**src/design/memtest_pkg.sv**
```systemverilog
// ============================
// Memory read test engine shared definitions
// Widths, enums and bus structs
// ============================
`default_nettype none

package memtest_pkg;

    // Bus and field widths
    localparam int LINE_ADDR_WIDTH  = 29;
    localparam int BYTE_IDX_WIDTH   = 3;
    localparam int DATA_WIDTH       = 64;
    localparam int ID_WIDTH         = 4;
    localparam int BURST_LEN_WIDTH  = 8;
    localparam int OFFSET_WIDTH     = 16;
    localparam int NUM_BURSTS_WIDTH = 16;
    localparam int CSR_DATA_WIDTH   = 64;
    localparam int NUM_EVENTS       = 3;

    // CSR index, write side
    typedef enum logic [3:0] {
        CSR_RD_BASE    = 4'd0,
        CSR_BURSTS_REQ = 4'd1,
        CSR_RD_CTRL    = 4'd2,
        CSR_ADDR_MASK  = 4'd4,
        CSR_CHECKSUM   = 4'd5,
        CSR_READY_MASK = 4'd6
    } csr_idx_e;

    // Read indices that share an encoding with a write index
    localparam csr_idx_e CSR_CONFIG      = CSR_RD_BASE;
    localparam csr_idx_e CSR_LINES_RESP  = CSR_RD_CTRL;
    localparam csr_idx_e CSR_BURSTS_RESP = CSR_READY_MASK;

    typedef enum logic [1:0] {
        RD_IDLE,
        RD_ISSUE,
        RD_DONE
    } rd_state_e;

    // Bit position of each counted event
    typedef enum logic [1:0] {
        EV_BURST_REQ  = 2'd0,
        EV_LINE_RESP  = 2'd1,
        EV_BURST_RESP = 2'd2
    } event_e;

    // Run configuration
    typedef struct packed {
        logic [LINE_ADDR_WIDTH-1:0]  base_addr;
        logic [OFFSET_WIDTH-1:0]     start_offset;
        logic [OFFSET_WIDTH-1:0]     addr_mask;
        logic [NUM_BURSTS_WIDTH-1:0] num_bursts;
        logic [BURST_LEN_WIDTH-1:0]  burst_len;
    } rd_cfg_t;

    // AR channel payload, len is beats minus one
    typedef struct packed {
        logic [31:0]                addr;
        logic [BURST_LEN_WIDTH-1:0] len;
        logic [ID_WIDTH-1:0]        id;
    } ar_req_t;

    // R channel payload
    typedef struct packed {
        logic [DATA_WIDTH-1:0] data;
        logic                  last;
    } r_beat_t;

endpackage

`default_nettype wire

```
**src/design/memtest_csr_regs.sv**
```systemverilog
// ============================
// CSR write decode
// Holds the read run configuration and R ready mask
// ============================
`timescale 1ns/1ns
`default_nettype none

module memtest_csr_regs
(
    input  wire logic                                clk,
    input  wire logic                                state_reset,

    // CSR write port
    input  wire logic                                csr_wr,
    input  wire memtest_pkg::csr_idx_e               csr_wr_idx,
    input  wire logic [memtest_pkg::CSR_DATA_WIDTH-1:0] csr_wr_data,

    // Configuration out
    output memtest_pkg::rd_cfg_t                     rd_cfg,
    output logic [31:0]                              ready_mask
);

    import memtest_pkg::*;

    always_ff @(posedge clk)
    begin
        if (state_reset)
        begin
            // Masks open, everything else cleared
            rd_cfg.base_addr    <= '0;
            rd_cfg.start_offset <= '0;
            rd_cfg.addr_mask    <= '1;
            rd_cfg.num_bursts   <= '0;
            rd_cfg.burst_len    <= '0;
            ready_mask          <= '1;
        end
        else if (csr_wr)
        begin
            case (csr_wr_idx)
                // Line address of the read buffer
                CSR_RD_BASE:
                    rd_cfg.base_addr <= csr_wr_data[LINE_ADDR_WIDTH-1:0];
                // Burst count, start offset and burst length
                CSR_RD_CTRL:
                begin
                    rd_cfg.num_bursts   <= csr_wr_data[47:32];
                    rd_cfg.start_offset <= csr_wr_data[31:16];
                    rd_cfg.burst_len    <= csr_wr_data[BURST_LEN_WIDTH-1:0];
                end
                // Limits the range the running offset can reach
                CSR_ADDR_MASK:
                    rd_cfg.addr_mask <= csr_wr_data[OFFSET_WIDTH-1:0];
                // Low bit is the first cycle's rready
                CSR_READY_MASK:
                    ready_mask <= csr_wr_data[31:0];
                default:
                begin
                    // Other indices are read only
                end
            endcase
        end
    end

endmodule

`default_nettype wire

```
**src/design/memtest_rd_requester.sv**
```systemverilog
// ============================
// Read burst requester
// Issues AR bursts over a masked offset range
// ============================
`timescale 1ns/1ns
`default_nettype none

module memtest_rd_requester
(
    input  wire logic                 clk,
    input  wire logic                 state_reset,
    input  wire logic                 start,
    input  wire logic                 state_run,
    input  wire memtest_pkg::rd_cfg_t rd_cfg,

    // AR channel
    output logic                      arvalid,
    output memtest_pkg::ar_req_t      ar,
    input  wire logic                 arready,

    output memtest_pkg::rd_state_e    rd_state
);

    import memtest_pkg::*;

    logic [OFFSET_WIDTH-1:0]     cur_offset;
    logic [ID_WIDTH-1:0]         cur_id;
    logic [NUM_BURSTS_WIDTH-1:0] bursts_left;
    logic                        unlimited;
    logic                        ar_held;
    logic                        ar_accept;
    logic [LINE_ADDR_WIDTH-1:0]  line_addr;

    // A request already on the bus stays up even if run drops
    assign arvalid   = (rd_state == RD_ISSUE) && (state_run || ar_held);
    assign ar_accept = arvalid && arready;

    // OR in the masked offset, base is assumed aligned to the mask
    assign line_addr = rd_cfg.base_addr | LINE_ADDR_WIDTH'(cur_offset & rd_cfg.addr_mask);

    always_comb
    begin
        ar.addr = {line_addr, BYTE_IDX_WIDTH'(0)};
        ar.len  = rd_cfg.burst_len - BURST_LEN_WIDTH'(1);
        ar.id   = cur_id;
    end

    // ============================
    // Request FSM
    // ============================
    always_ff @(posedge clk)
    begin
        if (state_reset)
        begin
            rd_state    <= RD_IDLE;
            ar_held     <= 1'b0;
            cur_offset  <= '0;
            cur_id      <= '0;
            bursts_left <= '0;
            unlimited   <= 1'b0;
        end
        else if (start)
        begin
            // No buffer configured means nothing to read
            rd_state    <= (rd_cfg.base_addr == '0) ? RD_DONE : RD_ISSUE;
            ar_held     <= 1'b0;
            cur_offset  <= rd_cfg.start_offset;
            cur_id      <= '0;
            bursts_left <= rd_cfg.num_bursts;
            unlimited   <= (rd_cfg.num_bursts == '0);
        end
        else
        begin
            ar_held <= arvalid && !arready;

            if (ar_accept)
            begin
                cur_offset  <= cur_offset + OFFSET_WIDTH'(rd_cfg.burst_len);
                cur_id      <= cur_id + 1'b1;
                bursts_left <= bursts_left - 1'b1;
                // Last counted burst ends the run
                if (!unlimited && (bursts_left == NUM_BURSTS_WIDTH'(1)))
                begin
                    rd_state <= RD_DONE;
                end
            end
        end
    end

endmodule

`default_nettype wire

```
**src/design/memtest_rd_monitor.sv**
```systemverilog
// ============================
// Read channel monitor
// R ready pacing, checksum and event strobes
// ============================
`timescale 1ns/1ns
`default_nettype none

module memtest_rd_monitor
(
    input  wire logic                               clk,
    input  wire logic                               state_reset,
    input  wire logic                               start,
    input  wire logic [31:0]                        ready_mask,

    // AR handshake, observed only
    input  wire logic                               arvalid,
    input  wire logic                               arready,

    // R channel
    input  wire logic                               rvalid,
    input  wire memtest_pkg::r_beat_t               r,
    output logic                                    rready,

    output logic [31:0]                             checksum,
    output logic [memtest_pkg::NUM_EVENTS-1:0]      events
);

    import memtest_pkg::*;

    logic [31:0] r_ready_mask;
    logic [31:0] beat_word;

    // Bit 0 paces the current cycle
    assign rready = r_ready_mask[0];

    // Rotate right so bit k lands on cycle k after start
    always_ff @(posedge clk)
    begin
        if (state_reset)
            r_ready_mask <= '1;
        else if (start)
            r_ready_mask <= ready_mask;
        else
            r_ready_mask <= {r_ready_mask[0], r_ready_mask[31:1]};
    end

    // ============================
    // Registered strobes and sum
    // ============================
    always_ff @(posedge clk)
    begin
        // Low word of each beat, summed a cycle later
        beat_word <= r.data[31:0];

        if (state_reset || start)
        begin
            events   <= '0;
            checksum <= '0;
        end
        else
        begin
            events[EV_BURST_REQ]  <= arvalid && arready;
            events[EV_LINE_RESP]  <= rvalid && rready;
            events[EV_BURST_RESP] <= rvalid && rready && r.last;

            if (events[EV_LINE_RESP])
                checksum <= checksum + beat_word;
        end
    end

endmodule

`default_nettype wire

```
**src/design/memtest_event_counter.sv**
```systemverilog
// ============================
// Event counter, cleared per run
// ============================
`timescale 1ns/1ns
`default_nettype none

module memtest_event_counter
#(
    parameter int COUNTER_WIDTH = 48
)
(
    input  wire logic                     clk,
    input  wire logic                     state_reset,
    input  wire logic                     start,
    input  wire logic                     incr,
    output logic [COUNTER_WIDTH-1:0]      value
);

    always_ff @(posedge clk)
    begin
        // New run starts from zero
        if (state_reset || start)
            value <= '0;
        else if (incr)
            value <= value + COUNTER_WIDTH'(1);
    end

endmodule

`default_nettype wire

```
**src/design/memtest_status_readback.sv**
```systemverilog
// ============================
// CSR read mux and activity flag
// ============================
`timescale 1ns/1ns
`default_nettype none

module memtest_status_readback
#(
    parameter int         COUNTER_WIDTH = 48,
    parameter logic [4:0] ENGINE_NUMBER = 5'd0
)
(
    input  wire logic                                  clk,
    input  wire logic                                  state_reset,
    input  wire logic                                  state_run,
    input  wire memtest_pkg::rd_state_e                rd_state,
    input  wire logic [memtest_pkg::NUM_EVENTS-1:0][COUNTER_WIDTH-1:0] counts,
    input  wire logic [31:0]                           checksum,
    input  wire memtest_pkg::csr_idx_e                 csr_rd_idx,
    output logic [memtest_pkg::CSR_DATA_WIDTH-1:0]     csr_rd_data,
    output logic                                       active
);

    import memtest_pkg::*;

    logic [CSR_DATA_WIDTH-1:0] config_word;
    logic                      busy;
    logic                      busy_q;

    // Requester still has work while running
    assign busy = state_run && (rd_state != RD_DONE);

    always_comb
    begin
        config_word        = '0;
        config_word[46:42] = ENGINE_NUMBER;
        config_word[34]    = active;
        config_word[33]    = state_run;
        // Largest burst the length field can hold
        config_word[14:0]  = 15'((1 << BURST_LEN_WIDTH) - 1);
    end

    always_comb
    begin
        case (csr_rd_idx)
            CSR_CONFIG:      csr_rd_data = config_word;
            CSR_BURSTS_REQ:  csr_rd_data = CSR_DATA_WIDTH'(counts[EV_BURST_REQ]);
            CSR_LINES_RESP:  csr_rd_data = CSR_DATA_WIDTH'(counts[EV_LINE_RESP]);
            CSR_CHECKSUM:    csr_rd_data = CSR_DATA_WIDTH'(checksum);
            CSR_BURSTS_RESP: csr_rd_data = CSR_DATA_WIDTH'(counts[EV_BURST_RESP]);
            default:         csr_rd_data = '0;
        endcase
    end

    // busy_q covers the two cycle lag before the last request is counted
    always_ff @(posedge clk)
    begin
        if (state_reset)
        begin
            busy_q <= 1'b0;
            active <= 1'b0;
        end
        else
        begin
            busy_q <= busy;
            active <= busy || busy_q ||
                      (counts[EV_BURST_REQ] != counts[EV_BURST_RESP]);
        end
    end

endmodule

`default_nettype wire

```
**src/design/memtest_engine_top.sv**
```systemverilog
// ============================
// Memory read test engine top
// CSR block, AR requester, R monitor and counters
// ============================
`timescale 1ns/1ns
`default_nettype none

module memtest_engine_top
#(
    parameter int         COUNTER_WIDTH = 48,
    parameter logic [4:0] ENGINE_NUMBER = 5'd0
)
(
    input  wire logic                                   clk,
    input  wire logic                                   state_reset,

    // CSR write
    input  wire logic                                   csr_wr,
    input  wire memtest_pkg::csr_idx_e                  csr_wr_idx,
    input  wire logic [memtest_pkg::CSR_DATA_WIDTH-1:0] csr_wr_data,

    // CSR read
    input  wire memtest_pkg::csr_idx_e                  csr_rd_idx,
    output logic [memtest_pkg::CSR_DATA_WIDTH-1:0]      csr_rd_data,

    // Run control
    input  wire logic                                   start,
    input  wire logic                                   state_run,
    output logic                                        active,

    // AR channel
    output logic                                        arvalid,
    output memtest_pkg::ar_req_t                        ar,
    input  wire logic                                   arready,

    // R channel
    input  wire logic                                   rvalid,
    input  wire memtest_pkg::r_beat_t                   r,
    output logic                                        rready
);

    import memtest_pkg::*;

    rd_cfg_t                                   rd_cfg;
    logic [31:0]                               ready_mask;
    rd_state_e                                 rd_state;
    logic [31:0]                               checksum;
    logic [NUM_EVENTS-1:0]                     events;
    logic [NUM_EVENTS-1:0][COUNTER_WIDTH-1:0]  counts;

    memtest_csr_regs u_csr_regs (
        .clk, .state_reset, .csr_wr, .csr_wr_idx, .csr_wr_data,
        .rd_cfg, .ready_mask
    );

    memtest_rd_requester u_rd_requester (
        .clk, .state_reset, .start, .state_run, .rd_cfg,
        .arvalid, .ar, .arready, .rd_state
    );

    memtest_rd_monitor u_rd_monitor (
        .clk, .state_reset, .start, .ready_mask, .arvalid, .arready,
        .rvalid, .r, .rready, .checksum, .events
    );

    // ============================
    // One counter per event strobe
    // ============================
    for (genvar i = 0; i < NUM_EVENTS; i++)
    begin : g_event_counter
        memtest_event_counter #(.COUNTER_WIDTH(COUNTER_WIDTH)) u_counter (
            .clk, .state_reset, .start,
            .incr  (events[i]),
            .value (counts[i])
        );
    end

    memtest_status_readback #(
        .COUNTER_WIDTH (COUNTER_WIDTH),
        .ENGINE_NUMBER (ENGINE_NUMBER)
    ) u_status_readback (
        .clk, .state_reset, .state_run, .rd_state, .counts, .checksum,
        .csr_rd_idx, .csr_rd_data, .active
    );

endmodule

`default_nettype wire

```
**config.mk**
```make
export PLATFORM = sky130hd
export DESIGN_NAME = memtest_engine_top
export DESIGN_NICKNAME = d
export VERILOG_FILES = /design/src/design/memtest_pkg.sv /design/src/design/memtest_csr_regs.sv /design/src/design/memtest_rd_requester.sv /design/src/design/memtest_rd_monitor.sv /design/src/design/memtest_event_counter.sv /design/src/design/memtest_status_readback.sv /design/src/design/memtest_engine_top.sv
export SDC_FILE = /design/constraint.sdc
export NUM_CORES = 1
export LEC_CHECK = 0
export BUFFER_PORTS_ARGS = -buffer_cell sky130_fd_sc_hd__buf_2
export CELL_PAD_IN_SITES_DETAIL_PLACEMENT = 0
export CELL_PAD_IN_SITES_GLOBAL_PLACEMENT = 1
export CORE_ASPECT_RATIO = 1.5
export CORE_MARGIN = 2
export CORE_UTILIZATION = 39
export DETAILED_ROUTE_END_ITERATION = 16
export PLACE_DENSITY = 0.86
export REMOVE_ABC_BUFFERS = 1
export SLEW_MARGIN = 20
export SYNTH_ARGS = -nofsm -noshare
export SYNTH_HDL_FRONTEND = slang
export SYNTH_SLANG_ARGS = --single-unit
```
**constraint.sdc**
```tcl
create_clock -name clk -period 2.85 [get_ports clk]
set_input_delay 0.1425 -clock clk [delete_from_list [all_inputs] [get_ports clk]]
set_output_delay 0.1425 -clock clk [all_outputs]
set_load 0.02 [all_outputs]
```
== After elaboration in Yosys (flattened, before gate mapping) ==
Cells that the tools add are included.

* Flip-flop bits (word level): 402
* Logic and storage cells: 77
* Memory bits (writable): 0
* Memories kept: 0
* ROM bits: 0
* Bits in latches: 0
* Output and inout bits: 111

* Shift operators: 0
* $add $sub $neg: 8
* Mux-type cells: 10
* Bitwise operators: 2
* $mul: 0
* Div/mod/pow operators: 0
* $lt $le $gt $ge: 0
* Eq/ne operators: 11
* Reductions and logical operators: 25

{| class="wikitable"
|+ Operator list
! operator !! count
|-
| $pmux W48 S5 || 1
|-
| $add A48 B1 Y48 const B || 3
|-
| $mux W16 || 4
|-
| $ne A48 B48 Y1 || 1
|-
| $add A32 B32 Y32 || 1
|-
| $mux W32 || 1
|-
| $logic_not A29 Y1 || 1
|-
| $or A29 B29 Y29 || 1
|-
| $add A16 B8 Y16 || 1
|-
| $and A16 B16 Y16 || 1
|-
| $eq A16 B1 Y1 const B || 1
|-
| $eq A4 B3 Y1 const B || 4
|-
| $logic_not A16 Y1 || 1
|-
| $sub A16 B1 Y16 const B || 1
|-
| $reduce_and A2 Y1 || 5
|-
| $eq A4 B2 Y1 const B || 2
|-
| $logic_not A4 Y1 || 2
|-
| $mux W2 || 4
|-
| $sub A8 B1 Y8 const B || 1
|-
| $logic_and A1 B1 Y1 || 7
|-
| $add A4 B1 Y4 const B || 1
|-
| $eq A4 B1 Y1 const B || 1
|-
| $logic_or A1 B1 Y1 || 4
|-
| $reduce_bool A2 Y1 || 2
|-
| 4 further kinds || 5
|}

== Depth between registers and ports, before layout ==
* Word-level depth: 5
* Depth in mapped cells: 10
* Depth with buffers taken out: 10

== Cells and area by module ==
From an unflattened synthesis, not the netlist that was laid out.

* Cell total of the unflattened synthesis: 2421
* Area, all modules: 21020.2 µm²

{| class="wikitable"
|+ Modules (own cells, without submodules)
! module !! area an instance (µm²) !! sequential area each (µm²) !! times used !! cells each
|-
| memtest_event_counter || 2314.7 || 960.9 || 3 || 275
|-
| memtest_csr_regs || 4800.9 || 2342.2 || 1 || 474
|-
| memtest_rd_monitor || 4695.8 || 1981.9 || 1 || 494
|-
| memtest_rd_requester || 2821.5 || 800.8 || 1 || 358
|-
| memtest_status_readback || 1757.9 || 40.0 || 1 || 270
|}

== Worst setup path after synthesis ==
Ideal clock, no wire load.

* Path kind: register -> register
* From: reg u_rd_monitor.checksum[0]
* To: reg u_rd_monitor.checksum[28]
* Required time: 2.730 ns
* Stages on the path, launching flop included: 11
* Period minus slack after synthesis: 2.733 ns
* Library setup time: 0.120 ns
* Path slack: 0.117 ns
* Arrival time: 2.614 ns
* Cell sequence: dfxtp_1 ha_1 fa_1 a21o_1 a221o_2 a31oi_2 a211o_2 nand2_2 a31o_4 a31o_1 a211o_1

* Cells in the longest elaborated chain, start to end: 1

{| class="wikitable"
|+ Ends and longest elaborated chain
! what !! RTL line !! source
|-
| start, declared || memtest_rd_monitor.sv:24 || <nowiki>output logic [31:0] checksum,</nowiki>
|-
| start signal, assigned || memtest_rd_monitor.sv:67 || <nowiki>checksum <= checksum + beat_word;</nowiki>
|-
| $add A32 B32 Y32 || memtest_rd_monitor.sv:67 ||
|}

No other way between the ends.
A chain may end at the register's enable or synchronous reset.

== Final worst setup path ==
Same ends and word-level chain as after synthesis.

==> results.md <==
| Parameter | This run |
|---|---|
| Half-perimeter wire length of the detailed placement result | 43.7 mm |
| Worst Tran Pin Value | 1050 ps |
| Routed length per placed instance | 18.0 µm |
| CTS max path bufs | 3 |
| R2R cell count | 10 |
| Utilization of the core after routing | 47.6% |
| Peak per-stage delay on the critical path | 420 ps |
| Synth-to-Final Area Change | 20.9% |
| Number of synthesized flops with an enable pin | 0 |
| Worst setup skew after layout | 9.78 ps |
| Mapped cell area | 0.0194 mm² |
| TritonCTS buffer count | 42 |
| Synth Area per Inst | 8.21 µm² |
| Result of the run | complete, no violations |
| Type of the worst min-delay path | primary input to flop |
| Vias per cell | 5.37 |
| Die Outline Area | 0.0517 mm² |
| Power density cells | 528 mW/mm² |
| Critical Path Fanout Max | 4 |
| Final worst-path cycle share | 98.0% |
| Overall overflow remaining after global route | 0 |
| Share of cells above drive strength 1 | 14.1% |
| First element of the critical path | u_rd_monitor.checksum[0]$_SDFFE_PP0P_ |
| Number of violations reported at the end of detailed-routing iteration 0 | 1211 |
| Final standard cell count with taps included and fillers excluded | 3311 |
| CTS root buf | clkbuf_16 |
| Pleak | 0.00982 µW |
| Number of cells on the worst hold path | 5 |
| Final estimated routing congestion in global placement | 0.903 |
| Total buffers and inverters traversed by the critical path | 0 |
| Type of origin of the critical path | flop |
| Final number of max-transition violations | 0 |
| Post-route standard cell area excluding fillers | 0.0235 mm² |
| Flip-flop cell with the highest count after synthesis | dfxtp_1 |
| Via count of the routed design | 17774 |
| CTS tree | done |
| Count of endpoints failing setup in the final report | 0 |
| Number of global-route vias before repair | 17651 |
| Critical-path top delay cell | a221o_2 |
| Detailed-route wire length | 59.5 mm |
| Sink Count | 402 |
| Register clock-pin slew on the reported worst setup and hold paths | 60 ps |
| Remaining max-slew budget at the tightest pin | 30.0% |
| Share of flip-flops with an asynchronous set or reset | 0% |
| Final-layout worst hold slack | 45.7 ps |
| All-Layer GR Usage | 22.9% |
| Fraction of the yosys area taken by sequential cells | 41.4% |
| Effective utilization at floorplan | 39.3% |
| Filler Cell Count | 4789 |
| Crit path required time | 3280 ps |
| List of cells traversed by the critical path | ha_4, fa_2, a21o_1, a221o_2, a31oi_4, a211o_4, nand2_4, a31o_4, a31o_1, a211o_1 |
| Element type at the critical path end | flop |
| Flop-to-flop setup slack | 60 ps |
| Timing-limited maximum frequency | 358 MHz |
| Number of instances in the synthesized netlist | 2369 |
| Flip-flop and latch count after synthesis | 402 |
| Worst EP arrival | 3220 ps |
| Wire length of the first global-routing pass | 94.0 mm |
| R2r startpoint | u_rd_monitor.checksum[0]$_SDFFE_PP0P_ |
| Syn. warnings | 0 |
| Worst R2R End | u_rd_monitor.checksum[28]$_SDFFE_PP0P_ |
| Final hold violation count | 0 |
| Insertion delay of the later-clocked pin in the worst-skew pair | 550 ps |
| Pin count of the biggest net entering global routing | 108 |
| Final layout net count | 2802 |
| Die outline width | 186 µm |
| Number of top-level design ports | 255 |
| Max Cap Viol | 0 |
| Cell Area, Placed | 0.0211 mm² |
| Critical setup path kind | flop to flop |
| Top cell family by delay on the critical path | compound AO/OA/AOI/OAI gates |
| Antenna viol nets, final | 0 |
| Vertical die dimension | 277 µm |
| Overall power consumption | 12400 µW |
| Final period demand of the worst path | 2790 ps |
| Core box area | 0.0494 mm² |
| DRC Markers | 0 |
| Standard-cell row count | 100 |
| End point of the critical path | u_rd_monitor.checksum[28]$_SDFFE_PP0P_ |
| Max rail drop VDD | 467 µV |
| Initial antenna violation count | 3 |
| Total number of cells along the worst setup path | 10 |
| Number of cells in the design after placement | 3139 |
| H-tree lvl count | 2 |
| Number of port buffers | 187 |
| Length of the first detailed-routing pass in iterations | 6 |
| Number of distinct library cells after synthesis | 84 |
## cells by family (layout without fill, tap and decap cells)
| logic type | after synthesis | in the layout | synth area share [%] |
|---|---|---|---|
| multiplexers | 63 | 63 | 3.24 |
| adder cells (fa/ha/maj) | 48 | 48 | 3.17 |
| AO/OA/AOI/OAI | 373 | 373 | 12.6 |
| flip-flops | 402 | 402 | 41.4 |
| buffers and inverters | 225 | 482 | 5.03 |
| AND/OR/NAND/NOR | 1048 | 1048 | 25.1 |
| XOR/XNOR | 209 | 209 | 9.42 |
| other | 1 | 23 | 0.0193 |
## layer usage
layer | track usage (%) | wire length, µm | up-vias
met3 | 2.98 | 2810 | 157
met4 | 12.1 | 3230 | 2
met5 | 0 | 13 | -
met1 | 25.4 | 22700 | 8458
met2 | 41.8 | 30700 | 534
li1 | - | - | 8623
## power by group
part	switching (µW)	internal, µW	total [µW]
clock network	2330	3480	5810
registers	57.8	5700	5760
logic	514	333	848
## tightest hold or removal path, stage by stage
cell and delay, ps:
buf_2 120, nand2_1 110, nor3_2 70, nand2_1 60, a21oi_1 50
## registers in the layout, summed over array words and instances (netlist names)
register and flops:
g_event_counter.u_counter.value 144, u_rd_requester.cur_id 4, u_status_readback.active 1, u_csr_regs.ready_mask 32, u_rd_requester.ar_held 1, u_rd_requester.unlimited 1
u_rd_requester.bursts_left 16, u_rd_monitor.r_ready_mask 32, u_rd_requester.rd_state 2, u_csr_regs.rd_cfg 85, u_rd_monitor.beat_word 32, u_rd_monitor.checksum 32
u_rd_requester.cur_offset 16, u_rd_monitor.events 3, u_status_readback.busy_q 1
## per-stage QoR
stage,TNS (ps),setup WS [ps]
final,0,57.0
after global routing,-0.157,-0.157
after CTS,-31.6,-31.6
after detailed placement,-377,-137
after global placement,-268,-114
after floorplan,-466100,-2760
## synth_stat cells, types with 5 or more instances
master,count,area [µm²]
nand2_1,434,1630
dfxtp_1,402,8050
nor2_1,231,867
a21oi_1,157,786
nand3_1,128,641
xor2_1,125,1090
clkbuf_1,107,402
xnor2_1,84,736
inv_1,64,240
mux2i_1,63,631
o21ai_0,50,250
ha_1,46,576
nand4_1,45,282
a222oi_1,39,390
and3_1,36,225
buf_4,32,240
or3_1,31,194
nor3_1,29,145
a21o_1,28,210
nor4_1,28,175
a211oi_1,13,97.6
and4_1,13,114
and2_1,12,75.1
buf_1,11,41.3
nand2b_1,11,68.8
buf_2,9,45.0
a221oi_1,8,70.1
a221o_1,7,70.1
a31oi_1,7,43.8
o211ai_1,7,52.6
o22ai_1,7,43.8
or2_2,7,43.8
o21a_1,6,45.0
a22oi_1,5,37.5
o21bai_1,5,37.5
## final cells by class
| class | instances | area (µm²) | share of cell area [%] |
|---|---|---|---|
| multi-input cells | 1760 | 10600 | 45.0 |
| flip-flops and latches | 402 | 8050 | 34.3 |
| repair buffers | 339 | 2320 | 9.88 |
| clock buffers | 64 | 1290 | 5.48 |
| well taps | 663 | 830 | 3.53 |
| inverters | 65 | 244 | 1.04 |
| clock inverters | 14 | 176 | 0.751 |
| diodes | 4 | 10.0 | 0.0426 |
## cell usage in the layout (no fill, tap or decap), types with 10 or more instances in the layout
master,count
dfxtp_1,399
nor3_1,28
buf_4,64
nand2_1,433
nor4_1,28
a21oi_1,155
xor2_1,125
o21ai_0,48
nor2_1,227
and3_1,36
nand4_1,45
ha_1,45
nand3_1,128
a222oi_1,39
nand2b_1,11
and4_1,13
inv_1,64
buf_2,186
dlygate4sd3_1,87
clkbuf_16,45
conb_1,19
a21o_1,28
a211oi_1,13
xnor2_1,84
clkbuf_1,10
mux2i_1,63
or3_1,31
and2_1,12
## worst min-delay path by stage
| stage | from | endpoint | slack, ps |
|---|---|---|---|
| global route | state_run | u_status_readback.busy_q$_SDFF_PP0_ | 60 |
| floorplan | r[1] | u_rd_monitor.beat_word[0]$_DFF_P_ | 170 |
| detailed placement | r[11] | u_rd_monitor.beat_word[10]$_DFF_P_ | 250 |
| CTS | csr_wr | u_csr_regs.rd_cfg[58]$_SDFFE_PP0P_ | 20 |
| global placement | r[27] | u_rd_monitor.beat_word[26]$_DFF_P_ | 240 |
| finish | csr_wr | u_csr_regs.rd_cfg[58]$_SDFFE_PP0P_ | 50 |
## repair_timing
action,in CTS,in global routing
pin swaps,2,9
endpoints found under the hold margin,157,0
setup endpoints to repair,9,11
hold buffers,87,0
buffers inserted,0,3
gates resized for setup,5,10
No activity file was read; power rests on OpenSTA's default activity.
